$ cat src/rtl/vwrite_consts.svh
`ifndef VWRITE_CONSTS_SVH
`define VWRITE_CONSTS_SVH

`define VW_DATA_W      32
// top bit of a buffer address selects the bank
`define VW_BUF_ADDR_W  10
`define VW_EXT_ADDR_W  32
`define VW_COUNT_W     16
`define VW_LEN_W       8
`define VW_APB_ADDR_W  8

// apb register byte offsets
`define VW_REG_CTRL      8'h00
`define VW_REG_STATUS    8'h04
`define VW_REG_EXT_ADDR  8'h08
`define VW_REG_AMOUNT    8'h0C
`define VW_REG_BURST_LEN 8'h10
`define VW_REG_START     8'h14
`define VW_REG_INCR      8'h18
`define VW_REG_PER       8'h1C
`define VW_REG_ITER      8'h20
`define VW_REG_SHIFT     8'h24

`endif
$ cat src/rtl/vwrite_pkg.sv
`default_nettype none
`include "vwrite_consts.svh"

package vwrite_pkg;

   typedef logic [`VW_DATA_W-1:0]     word_t;
   typedef logic [`VW_BUF_ADDR_W-1:0] buf_addr_t;
   typedef logic [`VW_EXT_ADDR_W-1:0] ext_addr_t;
   typedef logic [`VW_COUNT_W-1:0]    count_t;
   typedef logic [`VW_LEN_W-1:0]      len_t;

   typedef struct packed {
      logic      pingpong;
      ext_addr_t ext_addr;
      // words to transfer minus one
      count_t    amount;
      len_t      burst_len;
      buf_addr_t start;
      buf_addr_t incr;
      count_t    per;
      count_t    iter;
      buf_addr_t shift;
   } vwrite_cfg_t;

   typedef enum logic [1:0] {WR_IDLE, WR_ADDR, WR_DATA} wr_state_e;
   typedef enum logic {CTRL_IDLE, CTRL_BUSY} ctrl_state_e;

endpackage

`default_nettype wire

$ cat src/rtl/store_addr_gen.sv
`timescale 1ns/1ps
`default_nettype none
`include "vwrite_consts.svh"

module store_addr_gen import vwrite_pkg::*; (
   input  logic        clk,
   input  logic        rst,
   input  logic        run_i,
   input  vwrite_cfg_t cfg_i,
   input  logic        bank_i,
   input  logic        in_valid_i,
   input  word_t       in_data_i,
   output logic        wr_en_o,
   output buf_addr_t   wr_addr_o,
   output word_t       wr_data_o,
   output logic        done_o
);

   localparam int BANK = `VW_BUF_ADDR_W - 1;

   logic      active_q;
   logic      done_q;
   count_t    i_q;
   count_t    j_q;
   // base of the current outer step (start + j*shift)
   buf_addr_t row_q;
   buf_addr_t addr_q;
   logic      accept;

   assign accept    = active_q & in_valid_i;
   assign wr_en_o   = accept;
   assign wr_addr_o = {bank_i, addr_q[BANK-1:0]};
   assign wr_data_o = in_data_i;
   assign done_o    = done_q;

   always_ff @(posedge clk or posedge rst) begin
      if (rst) begin
         active_q <= 1'b0;
         done_q   <= 1'b1;
         i_q      <= '0;
         j_q      <= '0;
         row_q    <= '0;
         addr_q   <= '0;
      end else if (run_i) begin
         // empty loop finishes at once
         active_q <= (cfg_i.per != '0) && (cfg_i.iter != '0);
         done_q   <= (cfg_i.per == '0) || (cfg_i.iter == '0);
         i_q      <= '0;
         j_q      <= '0;
         row_q    <= cfg_i.start;
         addr_q   <= cfg_i.start;
      end else if (accept) begin
         if (i_q == cfg_i.per - 1'b1) begin
            i_q <= '0;
            if (j_q == cfg_i.iter - 1'b1) begin
               active_q <= 1'b0;
               done_q   <= 1'b1;
            end else begin
               j_q    <= j_q + 1'b1;
               row_q  <= row_q + cfg_i.shift;
               addr_q <= row_q + cfg_i.shift;
            end
         end else begin
            i_q    <= i_q + 1'b1;
            addr_q <= addr_q + cfg_i.incr;
         end
      end
   end

   // the pattern must stay inside one bank while ping-pong owns the bank bit
   a_bank_overflow: assert property (@(posedge clk) disable iff (rst)
      accept && cfg_i.pingpong |-> !addr_q[BANK]);

endmodule

`default_nettype wire

$ cat config.mk
export PLATFORM = sky130hd
export DESIGN_NAME = store_addr_gen
export DESIGN_NICKNAME = d
export VERILOG_FILES = /design/src/rtl/vwrite_pkg.sv /design/src/rtl/store_addr_gen.sv
export VERILOG_INCLUDE_DIRS = /design/src /design/src/rtl
export SDC_FILE = /design/constraint.sdc
export NUM_CORES = 1
export LEC_CHECK = 0
export BUFFER_PORTS_ARGS = -buffer_cell sky130_fd_sc_hd__buf_2
export CAP_MARGIN = 20
export CELL_PAD_IN_SITES_DETAIL_PLACEMENT = 1
export CELL_PAD_IN_SITES_GLOBAL_PLACEMENT = 2
export CORE_MARGIN = 2
export CORE_UTILIZATION = 27
export DETAILED_ROUTE_END_ITERATION = 10
export GPL_TIMING_DRIVEN = 0
export PLACE_DENSITY_LB_ADDON = 0.12
export RECOVER_POWER = 100
export SYNTH_ARGS = -nofsm -noshare
export SYNTH_HDL_FRONTEND = slang
export SYNTH_SLANG_ARGS = --single-unit
$ cat constraint.sdc
create_clock -name clk -period 4.2 [get_ports clk]
set_input_delay 0.42 -clock clk [delete_from_list [all_inputs] [get_ports clk]]
set_output_delay 0.42 -clock clk [all_outputs]
set_load 0.05 [all_outputs]
==> insert_results.sql, run 1 <==
INSERT INTO impl_metrics (metric_group, metric, value, unit) VALUES
('layout', 'finish.net_count', '869', ''),
('clocking', 'cts-htree-levels', '2', ''),
('drt', 'detail-route-antenna-nets', '0', ''),
('synth', 'synth_compound_gate_area_share', '0.169', ''),
('timing', 'post-route-min-period', '3.92', 'ns'),
('outcome', 'result_of_the_run', 'finished with violations', ''),
('synth', 'yosys.area_share.adder', '0.0601', ''),
('synth', 'synth_edf_count', '0', ''),
('synth', 'synthXorXnorAreaFrac', '0.0924', ''),
('synth', 'synth_area', '4830', 'um^2'),
('drt', 'post_detailed_route_drc_marker_count', '0', ''),
('synth', 'synth.ff_latch_count', '52', ''),
('synth', 'ys_seq_area_frac', '0.269', ''),
('placement', 'place.detailed.hpwl', '12600', 'um'),
('global_route', 'grt_max_degree', '32', ''),
('die', 'dieArea', '19000', 'um^2'),
('timing', 'max-slew-margin-rel', '-0.245', ''),
('layout', 'final_common_cell', 'buf_2', ''),
('setup_path', 'worst_setup_path_startpoint', 'cfg_i[26]', ''),
('drt', 'vias_after_detailed_routing', '4562', ''),
('layout', 'commonest_cells_after_routing_fill_and_taps_aside', 'buf_2 (66), clkbuf_1 (57), nand2_1 (51), dfrtp_1 (51), nor2_1 (39)', ''),
('layout', 'num-fill-cells', '2163', ''),
('clocking', 'hold_fix_buffers_cts', '0', ''),
('die', 'floorplan.initialDensity', '0.278', ''),
('layout', 'stdcell_area', '5750', 'um^2'),
('worst_hold_path', 'worst_min_path_class', 'primary input to async pin', ''),
('power_and_ir_drop', 'peakVddDrop', '147', 'uV'),
('die', 'die_width', '138', 'um'),
('global_route', 'antenna_found_initial', '0', ''),
('clocking', 'cts_tree', 'built', ''),
('synth', 'fraction_of_synthesized_area_in_multiplexers', '0.0510', ''),
('setup_path', 'cp_max_fo', '6', ''),
('global_route', 'globalRoute.totalOverflow', '0', ''),
('timing', 'worst_pin_slew', '1.87', 'ns'),
('timing', 'layout_worst_path_cycle_share', '0.934', ''),
('drt', 'drtPass1Iterations', '4', ''),
('die', 'floorplan.io_pins', '200', ''),
('synth', 'dominantRegCellSynth', 'dfrtp_1', ''),
('setup_path', 'worst-endpoint-arrival', '4.15', 'ns'),
('drt', 'route.final.wire_length', '15600', 'um'),
('power_and_ir_drop', 'power', '1820', 'uW'),
('global_route', 'vias_in_the_first_global_route', '4784', ''),
('layout', 'sequential_cell_area', '1300', 'um^2'),
('timing', 'final-hold-violation-count', '0', ''),
('clocking', 'clock_tree.root_cell', 'clkbuf_16', ''),
('synth', 'synthesis.instances', '577', ''),
('layout', 'areaGrowthSynthToFinish', '19.0', '%'),
('drt', 'wl_per_cell', '17.0', 'um'),
('placement', 'port_buffers', '104', ''),
('clocking', 'max-clock-path-buffers', '2', ''),
('synth', 'yosys.area_share.simple', '0.268', ''),
('timing', 'rsz0062_at_grt', 'no', ''),
('power_and_ir_drop', 'power_density', '316', 'nW/um^2'),
('synth', 'yosysUniqueCellTypes', '76', ''),
('drt', 'first_iter_violations', '112', ''),
('clocking', 'worstSkewPairLatency', '0.30', 'ns'),
('synth', 'synthesis.area_per_instance', '8.38', 'um^2'),
('layout', 'final_layout_size_suffix_gt1_frac', '0.204', ''),
('placement', 'place_area', '5660', 'um^2'),
('timing', 'setup_viol', '0', ''),
('setup_path', 'critical_path_required', '4.43', 'ns'),
('run', 'max_cap_viol_count', '1', ''),
('setup_path', 'worst_setup_path_end_kind', 'flop', ''),
('die', 'row_count', '48', ''),
('clocking', 'tritoncts.num_buffers', '5', ''),
('setup_path', 'worst-setup-path-type', 'primary input to flop', ''),
('placement', 'place_congestion', '0.770', ''),
('timing', 'final-max-slew-violation-count', '32', ''),
('outcome', 'violated_checks', 'max-capacitance violations, max-slew violations', ''),
('power_and_ir_drop', 'total_leakage_power', '0.00240', 'uW'),
('drt', 'vias_per_cell', '4.97', '');
==> report_power, final <==
group          switching, uW  internal [uW]
sequential              40.5            546
combinational            485            288
clock                    214            243
==> cell families (layout without fill, tap and decap cells) <==
logic type | Yosys count | in the layout
DFF | 52 | 52
muxes | 21 | 21
buffers and inverters | 82 | 197
xor gates and xnor gates | 51 | 51
and+or+nand+nor | 231 | 231
AOI/OAI and AO/OA | 118 | 118
adders and majority gates | 22 | 22
==> final cells by class <==
type | instances | share of cell area
tap | 225 | 0.0490
inverter | 30 | 0.0196
sequential | 52 | 0.227
multi-input combinational | 443 | 0.537
clock buffer | 6 | 0.0242
clock inverter | 2 | 0.00305
buffer | 52 | 0.0568
timing repair buffer | 107 | 0.0842
==> routing by layer <==
layer / track usage / share of wire / vias to the layer above / routed length, um
met5: 0 / 0 / - / 0
met2: 0.298 / 0.49 / 83 / 7630
li1: - / - / 2273 / -
met3: 0.0173 / 0.035 / 7 / 548
met4: 0.0221 / 0.0056 / 0 / 87
met1: 0.222 / 0.47 / 2199 / 7290
==> per-stage QoR <==
| step | cells | TNS (ns) | utilization | hold WS [ns] | setup slack [ns] |
|---|---|---|---|---|---|
| final | 917 | 0 | 0.330 | 0.321 | 0.277 |
| after global routing | 917 | 0 | 0.330 | 0.369 | 0.0358 |
| after floorplan | 577 | 0 | - | 0.463 | 0.692 |
| after CTS | 915 | 0 | 0.334 | 0.184 | 0.0364 |
| after detailed placement | 907 | -5.91 | 0.325 | 0.499 | -0.275 |
| after global placement | 906 | -2.15 | 0.324 | 0.479 | -0.180 |
==> flip-flops by register name, indices dropped and copies added, names as in the netlist <==
register,count
i_q,16
j_q,16
addr_q,9
row_q,9
active_q,1
done_o,1
==> timing repair <==
| action | in CTS | in global routing |
|---|---|---|
| setup endpoints to repair | 0 | 33 |
| setup buffers | 0 | 2 |
| resized for setup | 0 | 1 |
==> worst max-delay path: stages <==
cell and delay, ns:
buf_2 0.12, inv_1 0.05, ha_1 0.24, or4b_1 0.44, a2111oi_0 0.36, nor3_1 0.12
or4_4 0.58, a2111oi_4 0.60, o211ai_1 0.32, buf_4 0.24, or4_1 0.50, a21oi_1 0.15
==> cell usage after synthesis, types with 8 or more instances <==
| cell | instances | area share |
|---|---|---|
| a21oi_1 | 26 | 0.027 |
| a31oi_1 | 8 | 0.010 |
| buf_4 | 33 | 0.051 |
| clkbuf_1 | 12 | 0.0093 |
| dfrtp_1 | 51 | 0.26 |
| ha_1 | 20 | 0.052 |
| inv_1 | 30 | 0.023 |
| mux2i_1 | 10 | 0.021 |
| nand2_1 | 51 | 0.040 |
| nand2b_1 | 9 | 0.012 |
| nand3_1 | 16 | 0.017 |
| nand3b_1 | 8 | 0.012 |
| nor2_1 | 39 | 0.030 |
| nor3_1 | 19 | 0.020 |
| nor4_1 | 8 | 0.010 |
| o211ai_1 | 11 | 0.017 |
| o21ai_0 | 28 | 0.029 |
| or2_2 | 10 | 0.013 |
| or3_1 | 9 | 0.012 |
| or4_1 | 9 | 0.014 |
| xnor2_1 | 26 | 0.047 |
| xor2_1 | 25 | 0.045 |
==> worst paths after layout <==
path / slack [ns] / depth (start not counted) / endpoint
setup reg to reg: 0.55 / 9 / j_q[6]
min in group clk: 0.35 / 3 / row_q[0]
hold reg to reg: 0.53 / 1 / row_q[6]
max in group asynchronous: 1.63 / 3 / row_q[7]
setup / recovery: 0.28 / 12 / j_q[6]
hold / removal: 0.32 / 2 / i_q[7]
Note: power is estimated with default switching activity, not from simulation.
==> run 2: changes to the inputs <==
- clock period: 4.2 -> 4.4 ns (I/O delays scaled with it)
==> run 2 against run 1 <==
- the flow still finishes with violations (max-capacitance violations, max-slew violations)
- setup slack better by 0.021 ns
- die area is the same
- clock skew grew 0.0013 ns
- via count increased by 0.24%
- combinational power is 6.6% lower
- non-clock buffer count shrank 2
- largest power group unchanged
- sequential share of layout area increased by 0.17 points
- sequential cell count stayed put
- routed wire length about the same
- core utilization is 0.24 points lower
- critical endpoint is now i_q[15]
- register-to-register slack better by 0.04 ns
- sequential power decreased by 4.6%
==> insert_results.sql, run 2 (synthesis gave the netlist of run 1 again) <==
INSERT INTO impl_metrics (metric_group, metric, value, unit) VALUES
('clocking', 'cts_num_sinks', '52', ''),
('setup_path', 'timing.rr.start', 'i_q[6]', ''),
('drt', 'vias_per_cell', '5.00', ''),
('clocking', 'hold_fix_buffers_cts', '0', ''),
('timing', 'max-slew-margin-rel', '-0.253', ''),
('clocking', 'cts_tree', 'built', ''),
('die', 'row_count', '48', ''),
('timing', 'final-max-slew-violation-count', '32', ''),
('power_and_ir_drop', 'psw', '704', 'uW'),
('power_and_ir_drop', 'clock_power_share', '0.254', ''),
('global_route', 'vias_in_the_first_global_route', '4784', ''),
('die', 'die_width', '138', 'um'),
('drt', 'drtPass1Iterations', '4', ''),
('setup_path', 'worst_setup_path_end_kind', 'flop', ''),
('placement', 'port_buffers', '104', ''),
('timing', 'max_clock_freq', '244', 'MHz'),
('setup_path', 'cp_max_fo', '10', ''),
('die', 'dieArea', '19000', 'um^2'),
('layout', 'commonest_cells_after_routing_fill_and_taps_aside', 'buf_2 (62), clkbuf_1 (60), nand2_1 (51), dfrtp_1 (51), nor2_1 (39)', ''),
('power_and_ir_drop', 'peakVddDrop', '131', 'uV'),
('power_and_ir_drop', 'cellInternalPower', '1010', 'uW'),
('setup_path', 'worst-endpoint-arrival', '4.27', 'ns'),
('timing', 'final-hold-violation-count', '0', ''),
('setup_path', 'path_buf_inv', '4', ''),
('layout', 'finish.net_count', '867', ''),
('setup_path', 'ff2ff_path_depth', '10', ''),
('layout', 'stdcell_area', '5710', 'um^2'),
('clocking', 'worstSkewPairLatency', '0.30', 'ns'),
('setup_path', 'critPathTopFamily', 'simple AND/OR/NAND/NOR gates', ''),
('timing', 'worst_clock_skew', '0.0107', 'ns'),
('clocking', 'tritoncts.num_buffers', '5', ''),
('die', 'floorplan.io_pins', '200', ''),
('die', 'core_area', '17400', 'um^2'),
('setup_path', 'cp_cell_sequence', 'clkbuf_1, inv_1, ha_1, or4b_1, a2111oi_2, nor3_1, or4_1, a2111oi_4, clkbuf_1, buf_2, nand2_1, nand2_1, nor2_1', ''),
('power_and_ir_drop', 'power', '1720', 'uW'),
('drt', 'first_iter_violations', '113', ''),
('placement', 'place.detailed.hpwl', '12600', 'um'),
('setup_path', 'worst_path_max_delay_cell', 'a2111oi_4', ''),
('drt', 'detail-route-antenna-nets', '0', ''),
('drt', 'post_detailed_route_drc_marker_count', '0', ''),
('timing', 'post-route-min-period', '4.10', 'ns'),
('power_and_ir_drop', 'pwr-share-seq', '0.326', ''),
('worst_hold_path', 'worst_min_path_class', 'primary input to async pin', ''),
('drt', 'vias_after_detailed_routing', '4573', ''),
('global_route', 'global_route_wire_length_before_repair', '24900', 'um'),
('timing', 'layout_worst_path_cycle_share', '0.932', ''),
('placement', 'place_area', '5660', 'um^2'),
('setup_path', 'regToRegSetupSlack', '0.59', 'ns'),
('layout', 'num-fill-cells', '2162', ''),
('setup_path', 'worst_path_largest_cell_delay', '0.63', 'ns'),
('run', 'max_cap_viol_count', '1', ''),
('layout', 'final_layout_size_suffix_gt1_frac', '0.190', ''),
('setup_path', 'critical_path_required', '4.57', 'ns'),
('timing', 'setup_viol', '0', ''),
('global_route', 'antenna_found_initial', '0', ''),
('layout', 'final_common_cell', 'buf_2', ''),
('global_route', 'track_usage', '0.167', ''),
('die', 'floorplan.initialDensity', '0.278', ''),
('placement', 'place_congestion', '0.770', ''),
('layout', 'largestRegisters', 'i_q: 16 flops, j_q: 16 flops', ''),
('layout', 'antennaDiodeCount', '0', ''),
('layout', 'multi_input_area', '3060', 'um^2'),
('global_route', 'grt_max_degree', '32', ''),
('power_and_ir_drop', 'netSwitchingFraction', '0.410', ''),
('timing', 'rsz0062_at_grt', 'no', ''),
('placement', 'dp_cells', '907', ''),
('global_route', 'globalRoute.totalOverflow', '0', ''),
('power_and_ir_drop', 'total_leakage_power', '0.00236', 'uW'),
('power_and_ir_drop', 'combinationalPowerShare', '0.420', ''),
('layout', 'areaGrowthSynthToFinish', '18.1', '%'),
('setup_path', 'worst_setup_path_start_kind', 'primary input', ''),
('power_and_ir_drop', 'power_density', '301', 'nW/um^2'),
('clocking', 'clkSlewWorstSetupHoldPaths', '0.08', 'ns'),
('setup_path', 'regToRegEndpoint', 'i_q[15]', ''),
('layout', 'layoutNonFillerInstCount', '915', ''),
('drt', 'route.final.wire_length', '15600', 'um'),
('layout', 'sequential_cell_area', '1300', 'um^2'),
('drt', 'wl_per_cell', '17.0', 'um'),
('outcome', 'result_of_the_run', 'finished with violations', ''),
('setup_path', 'worst-setup-path-type', 'primary input to flop', ''),
('clocking', 'cts-htree-levels', '2', ''),
('clocking', 'clock_tree.root_cell', 'clkbuf_16', ''),
('outcome', 'violated_checks', 'max-capacitance violations, max-slew violations', ''),
('timing', 'worst_pin_slew', '1.88', 'ns'),
('die', 'die_height', '138', 'um'),
('clocking', 'max-clock-path-buffers', '2', '');
-- run 2: cell count changes in the layout (fill, tap and decap cells not counted), sizes merged --
| cell | before | now |
|---|---|---|
| buf | 102 | 96 |
| clkbuf | 63 | 67 |
-- run 2: final cells by class --
cell class	count	share of cell area
timing repair buffer	105	0.0818
clock buffer	6	0.0243
sequential	52	0.228
inverter	30	0.0197
multi-input combinational	443	0.537
buffer	52	0.0570
tap	225	0.0493
clock inverter	2	0.00307
-- run 2: power groups by stage --
stage	sequential, uW	combinational [uW]	clock (uW)
floorplan	673	456	0
global placement	568	747	0
detailed placement	571	762	0
CTS	561	766	452
global route	568	798	471
finish	559	722	436
-- run 2: layer usage --
metal | global-route usage | wire length (um) | up-vias
met5 | 0 | 0 | -
met4 | 0.0221 | 80 | 0
met3 | 0.0173 | 544 | 6
met2 | 0.298 | 7660 | 85
met1 | 0.222 | 7270 | 2208
li1 | - | - | 2274
-- run 2: timing repair --
item / CTS / global route
buffers inserted: 0 / 0
gates resized for setup: 0 / 1
setup endpoints to repair: 0 / 6
-- run 2: worst max-delay path by stage --
stage,slack [ns],startpoint,depth (start not counted),endpoint
floorplan,0.87,cfg_i[26],10,addr_q[0]
global placement,-0.0002,cfg_i[26],12,j_q[12]
detailed placement,-0.1,cfg_i[26],12,j_q[10]
CTS,0.22,cfg_i[26],12,j_q[8]
global route,0.02,cfg_i[10],14,row_q[5]
finish,0.30,cfg_i[26],13,i_q[15]
-- run 2: metrics by stage --
| stage | TNS, ns | hold slack [ns] | utilization | setup WS (ns) |
|---|---|---|---|---|
| 2_1_floorplan | 0 | 0.463 | - | 0.872 |
| 3_3_place_gp | -0.000223 | 0.479 | 0.324 | -0.000223 |
| 3_5_place_dp | -0.522 | 0.499 | 0.325 | -0.0953 |
| 4_1_cts | 0 | 0.204 | 0.334 | 0.216 |
| 5_1_grt | 0 | 0.386 | 0.328 | 0.0210 |
| 6_report | 0 | 0.340 | 0.328 | 0.297 |
==> run 3: changes to the inputs <==
- CORE_UTILIZATION: 27 -> 29
- clock period: 4.4 -> 5.1 ns (I/O delays scaled with it)
==> run 3 against run 2 <==
- the run still ends with max-capacitance violations, max-slew violations left
- cell area fell by 0.24%
- non-clock buffer count unchanged
- sequential power decreased by 14%
- via count grew 2.0%
- sequential cell count stayed put
- critical path depth unchanged
- die area decreased by 6.7%
- global-route usage up 1.1 points
- final cell count is 0.55% lower
- register-to-register slack gained 0.69 ns
- critical endpoint is now addr_q[6]
==> insert_results.sql, run 3 (synthesis gave the netlist of run 1 again) <==
INSERT INTO impl_metrics (metric_group, metric, value, unit) VALUES
('layout', 'largestRegisters', 'i_q: 16 flops, j_q: 16 flops', ''),
('timing', 'final-hold-violation-count', '0', ''),
('global_route', 'antenna_found_initial', '0', ''),
('placement', 'place_area', '5650', 'um^2'),
('placement', 'place_congestion', '0.771', ''),
('placement', 'port_buffers', '104', ''),
('global_route', 'vias_in_the_first_global_route', '4989', ''),
('drt', 'route.final.wire_length', '15500', 'um'),
('clocking', 'clkSlewWorstSetupHoldPaths', '0.07', 'ns'),
('clocking', 'hold_fix_buffers_cts', '0', ''),
('setup_path', 'cp_cell_sequence', 'clkbuf_1, inv_1, ha_1, nor4b_1, nand4b_1, xnor2_1, or4_1, a2111oi_4, clkbuf_1, buf_2, nor3_1, a211oi_1, mux2i_1', ''),
('power_and_ir_drop', 'peakVddDrop', '210', 'uV'),
('drt', 'vias_after_detailed_routing', '4665', ''),
('timing', 'worst_pin_slew', '2.17', 'ns'),
('die', 'core_area', '16500', 'um^2'),
('die', 'die_width', '133', 'um'),
('drt', 'drtPass1Iterations', '4', ''),
('clocking', 'max-clock-path-buffers', '2', ''),
('layout', 'antennaDiodeCount', '0', ''),
('clocking', 'cts_tree', 'built', ''),
('setup_path', 'critical_path.most_common_cell', 'clkbuf_1', ''),
('setup_path', 'worst_path_largest_cell_delay', '0.67', 'ns'),
('setup_path', 'path_buf_inv', '4', ''),
('layout', 'final_layout_size_suffix_gt1_frac', '0.184', ''),
('worst_hold_path', 'worst_min_path_class', 'primary input to async pin', ''),
('clocking', 'tritoncts.num_buffers', '5', ''),
('power_and_ir_drop', 'power_density', '257', 'nW/um^2'),
('setup_path', 'worst-endpoint-arrival', '4.63', 'ns'),
('timing', 'max-slew-margin-rel', '-0.446', ''),
('clocking', 'cts_resized', '0', ''),
('setup_path', 'critPathTopFamily', 'simple AND/OR/NAND/NOR gates', ''),
('clocking', 'post-cts-setup-buffer-count', '0', ''),
('outcome', 'result_of_the_run', 'finished with violations', ''),
('layout', 'final_core_util', '0.346', ''),
('global_route', 'grt_max_degree', '38', ''),
('setup_path', 'cp_max_fo', '10', ''),
('layout', 'stdcell_area', '5690', 'um^2'),
('drt', 'post_detailed_route_drc_marker_count', '0', ''),
('timing', 'final-max-slew-violation-count', '38', ''),
('die', 'floorplan.initialDensity', '0.294', ''),
('clocking', 'cts_num_sinks', '52', ''),
('setup_path', 'worst_path_max_delay_cell', 'nor4b_1', ''),
('setup_path', 'worst_setup_path_end_kind', 'flop', ''),
('clocking', 'worstSkewPairLatency', '0.30', 'ns'),
('drt', 'routed-wl-met3', '511', 'um'),
('global_route', 'global_route_wire_length_before_repair', '25600', 'um'),
('drt', 'first_iter_violations', '137', ''),
('die', 'floorplan.io_pins', '200', ''),
('timing', 'rsz0062_at_grt', 'no', ''),
('global_route', 'track_usage', '0.178', ''),
('timing', 'worst_clock_skew', '0.00747', 'ns'),
('layout', 'final_common_cell', 'clkbuf_1', ''),
('timing', 'layout_worst_path_cycle_share', '0.876', ''),
('drt', 'detail-route-antenna-nets', '0', ''),
('setup_path', 'worst-setup-path-type', 'primary input to flop', ''),
('timing', 'setup_viol', '0', ''),
('power_and_ir_drop', 'power', '1460', 'uW'),
('drt', 'met2_length', '7560', 'um'),
('timing', 'post-route-min-period', '4.47', 'ns'),
('layout', 'finish.net_count', '867', ''),
('placement', 'place.detailed.hpwl', '12400', 'um'),
('drt', 'route.layer.met1.wl', '7290', 'um'),
('die', 'row_count', '47', ''),
('clocking', 'clock_tree.root_cell', 'clkbuf_16', ''),
('die', 'dieArea', '17700', 'um^2'),
('clocking', 'cts-htree-levels', '2', ''),
('setup_path', 'critical_path_required', '5.27', 'ns'),
('drt', 'wl_per_cell', '17.0', 'um'),
('setup_path', 'regToRegSetupSlack', '1.28', 'ns'),
('die', 'die_height', '133', 'um'),
('drt', 'vias_per_cell', '5.13', ''),
('global_route', 'globalRoute.totalOverflow', '0', ''),
('setup_path', 'worst_setup_path_start_kind', 'primary input', ''),
('drt', 'topRoutingLayerUsed', 'met4', ''),
('power_and_ir_drop', 'total_leakage_power', '0.00235', 'uW'),
('outcome', 'violated_checks', 'max-capacitance violations, max-slew violations', ''),
('run', 'max_cap_viol_count', '1', ''),
('layout', 'commonest_cells_after_routing_fill_and_taps_aside', 'clkbuf_1 (63), buf_2 (61), nand2_1 (51), dfrtp_1 (51), nor2_1 (39)', ''),
('timing', 'max_clock_freq', '224', 'MHz'),
('timing', 'setup_total_negative_slack', '0', 'ns'),
('layout', 'areaGrowthSynthToFinish', '17.8', '%');
[run 3: cell count changes in the layout (fill, tap and decap cells not counted), sizes merged]
cell / delta
clkinvlp: +1
inv: -2
buf: -1
clkbuf: +2
[run 3: per-stage QoR]
stage / setup WS [ns] / cells / hold slack, ns
3_3_place_gp: 0.659 / 901 / 0.487
6_report: 0.633 / 910 / 0.313
2_1_floorplan: 1.50 / 577 / 0.463
5_1_grt: 0.342 / 910 / 0.364
4_1_cts: 0.899 / 910 / 0.217
3_5_place_dp: 0.557 / 902 / 0.514
[run 3: layout make-up]
type | instances | area, um^2
buffer | 52 | 322
clock buffer | 7 | 143
clock inverter | 1 | 7.51
fill | 2020 | 10800
inverter | 30 | 113
multi-input combinational | 443 | 3060
sequential | 52 | 1300
tap | 220 | 275
timing repair buffer | 105 | 468
[run 3: report_power, final]
group          total [uW]  switching, uW  leakage (uW)  internal (uW)
combinational         621            395       0.00160            226
clock                 360            164     0.0000701            196
sequential            482           32.9      0.000677            449
[run 3: path summary, 6_finish.rpt]
check,start,to,cells past startpoint
max in group asynchronous,rst,i_q[13],3
worst min-delay path,rst,addr_q[6],2
min in group clk,cfg_i[52],row_q[0],3
worst max-delay path,cfg_i[26],addr_q[6],13
worst max register to register,i_q[6],addr_q[6],10
worst min register to register,row_q[6],row_q[6],1
[run 3: worst reg2reg max path, delay by kind of cell (launching register included)]
kind,cells,cell delay [ns]
AOI/OAI and AO/OA,3,1.23
and+or+nand+nor,4,0.89
DFF,1,0.48
muxes,1,0.12
buffers and inverters,2,0.96
[run 3: metal layers]
layer,up-vias,GRT usage
met2,87,0.315
met3,11,0.0228
li1,2272,-
met5,-,0
met4,0,0.0420
met1,2295,0.232
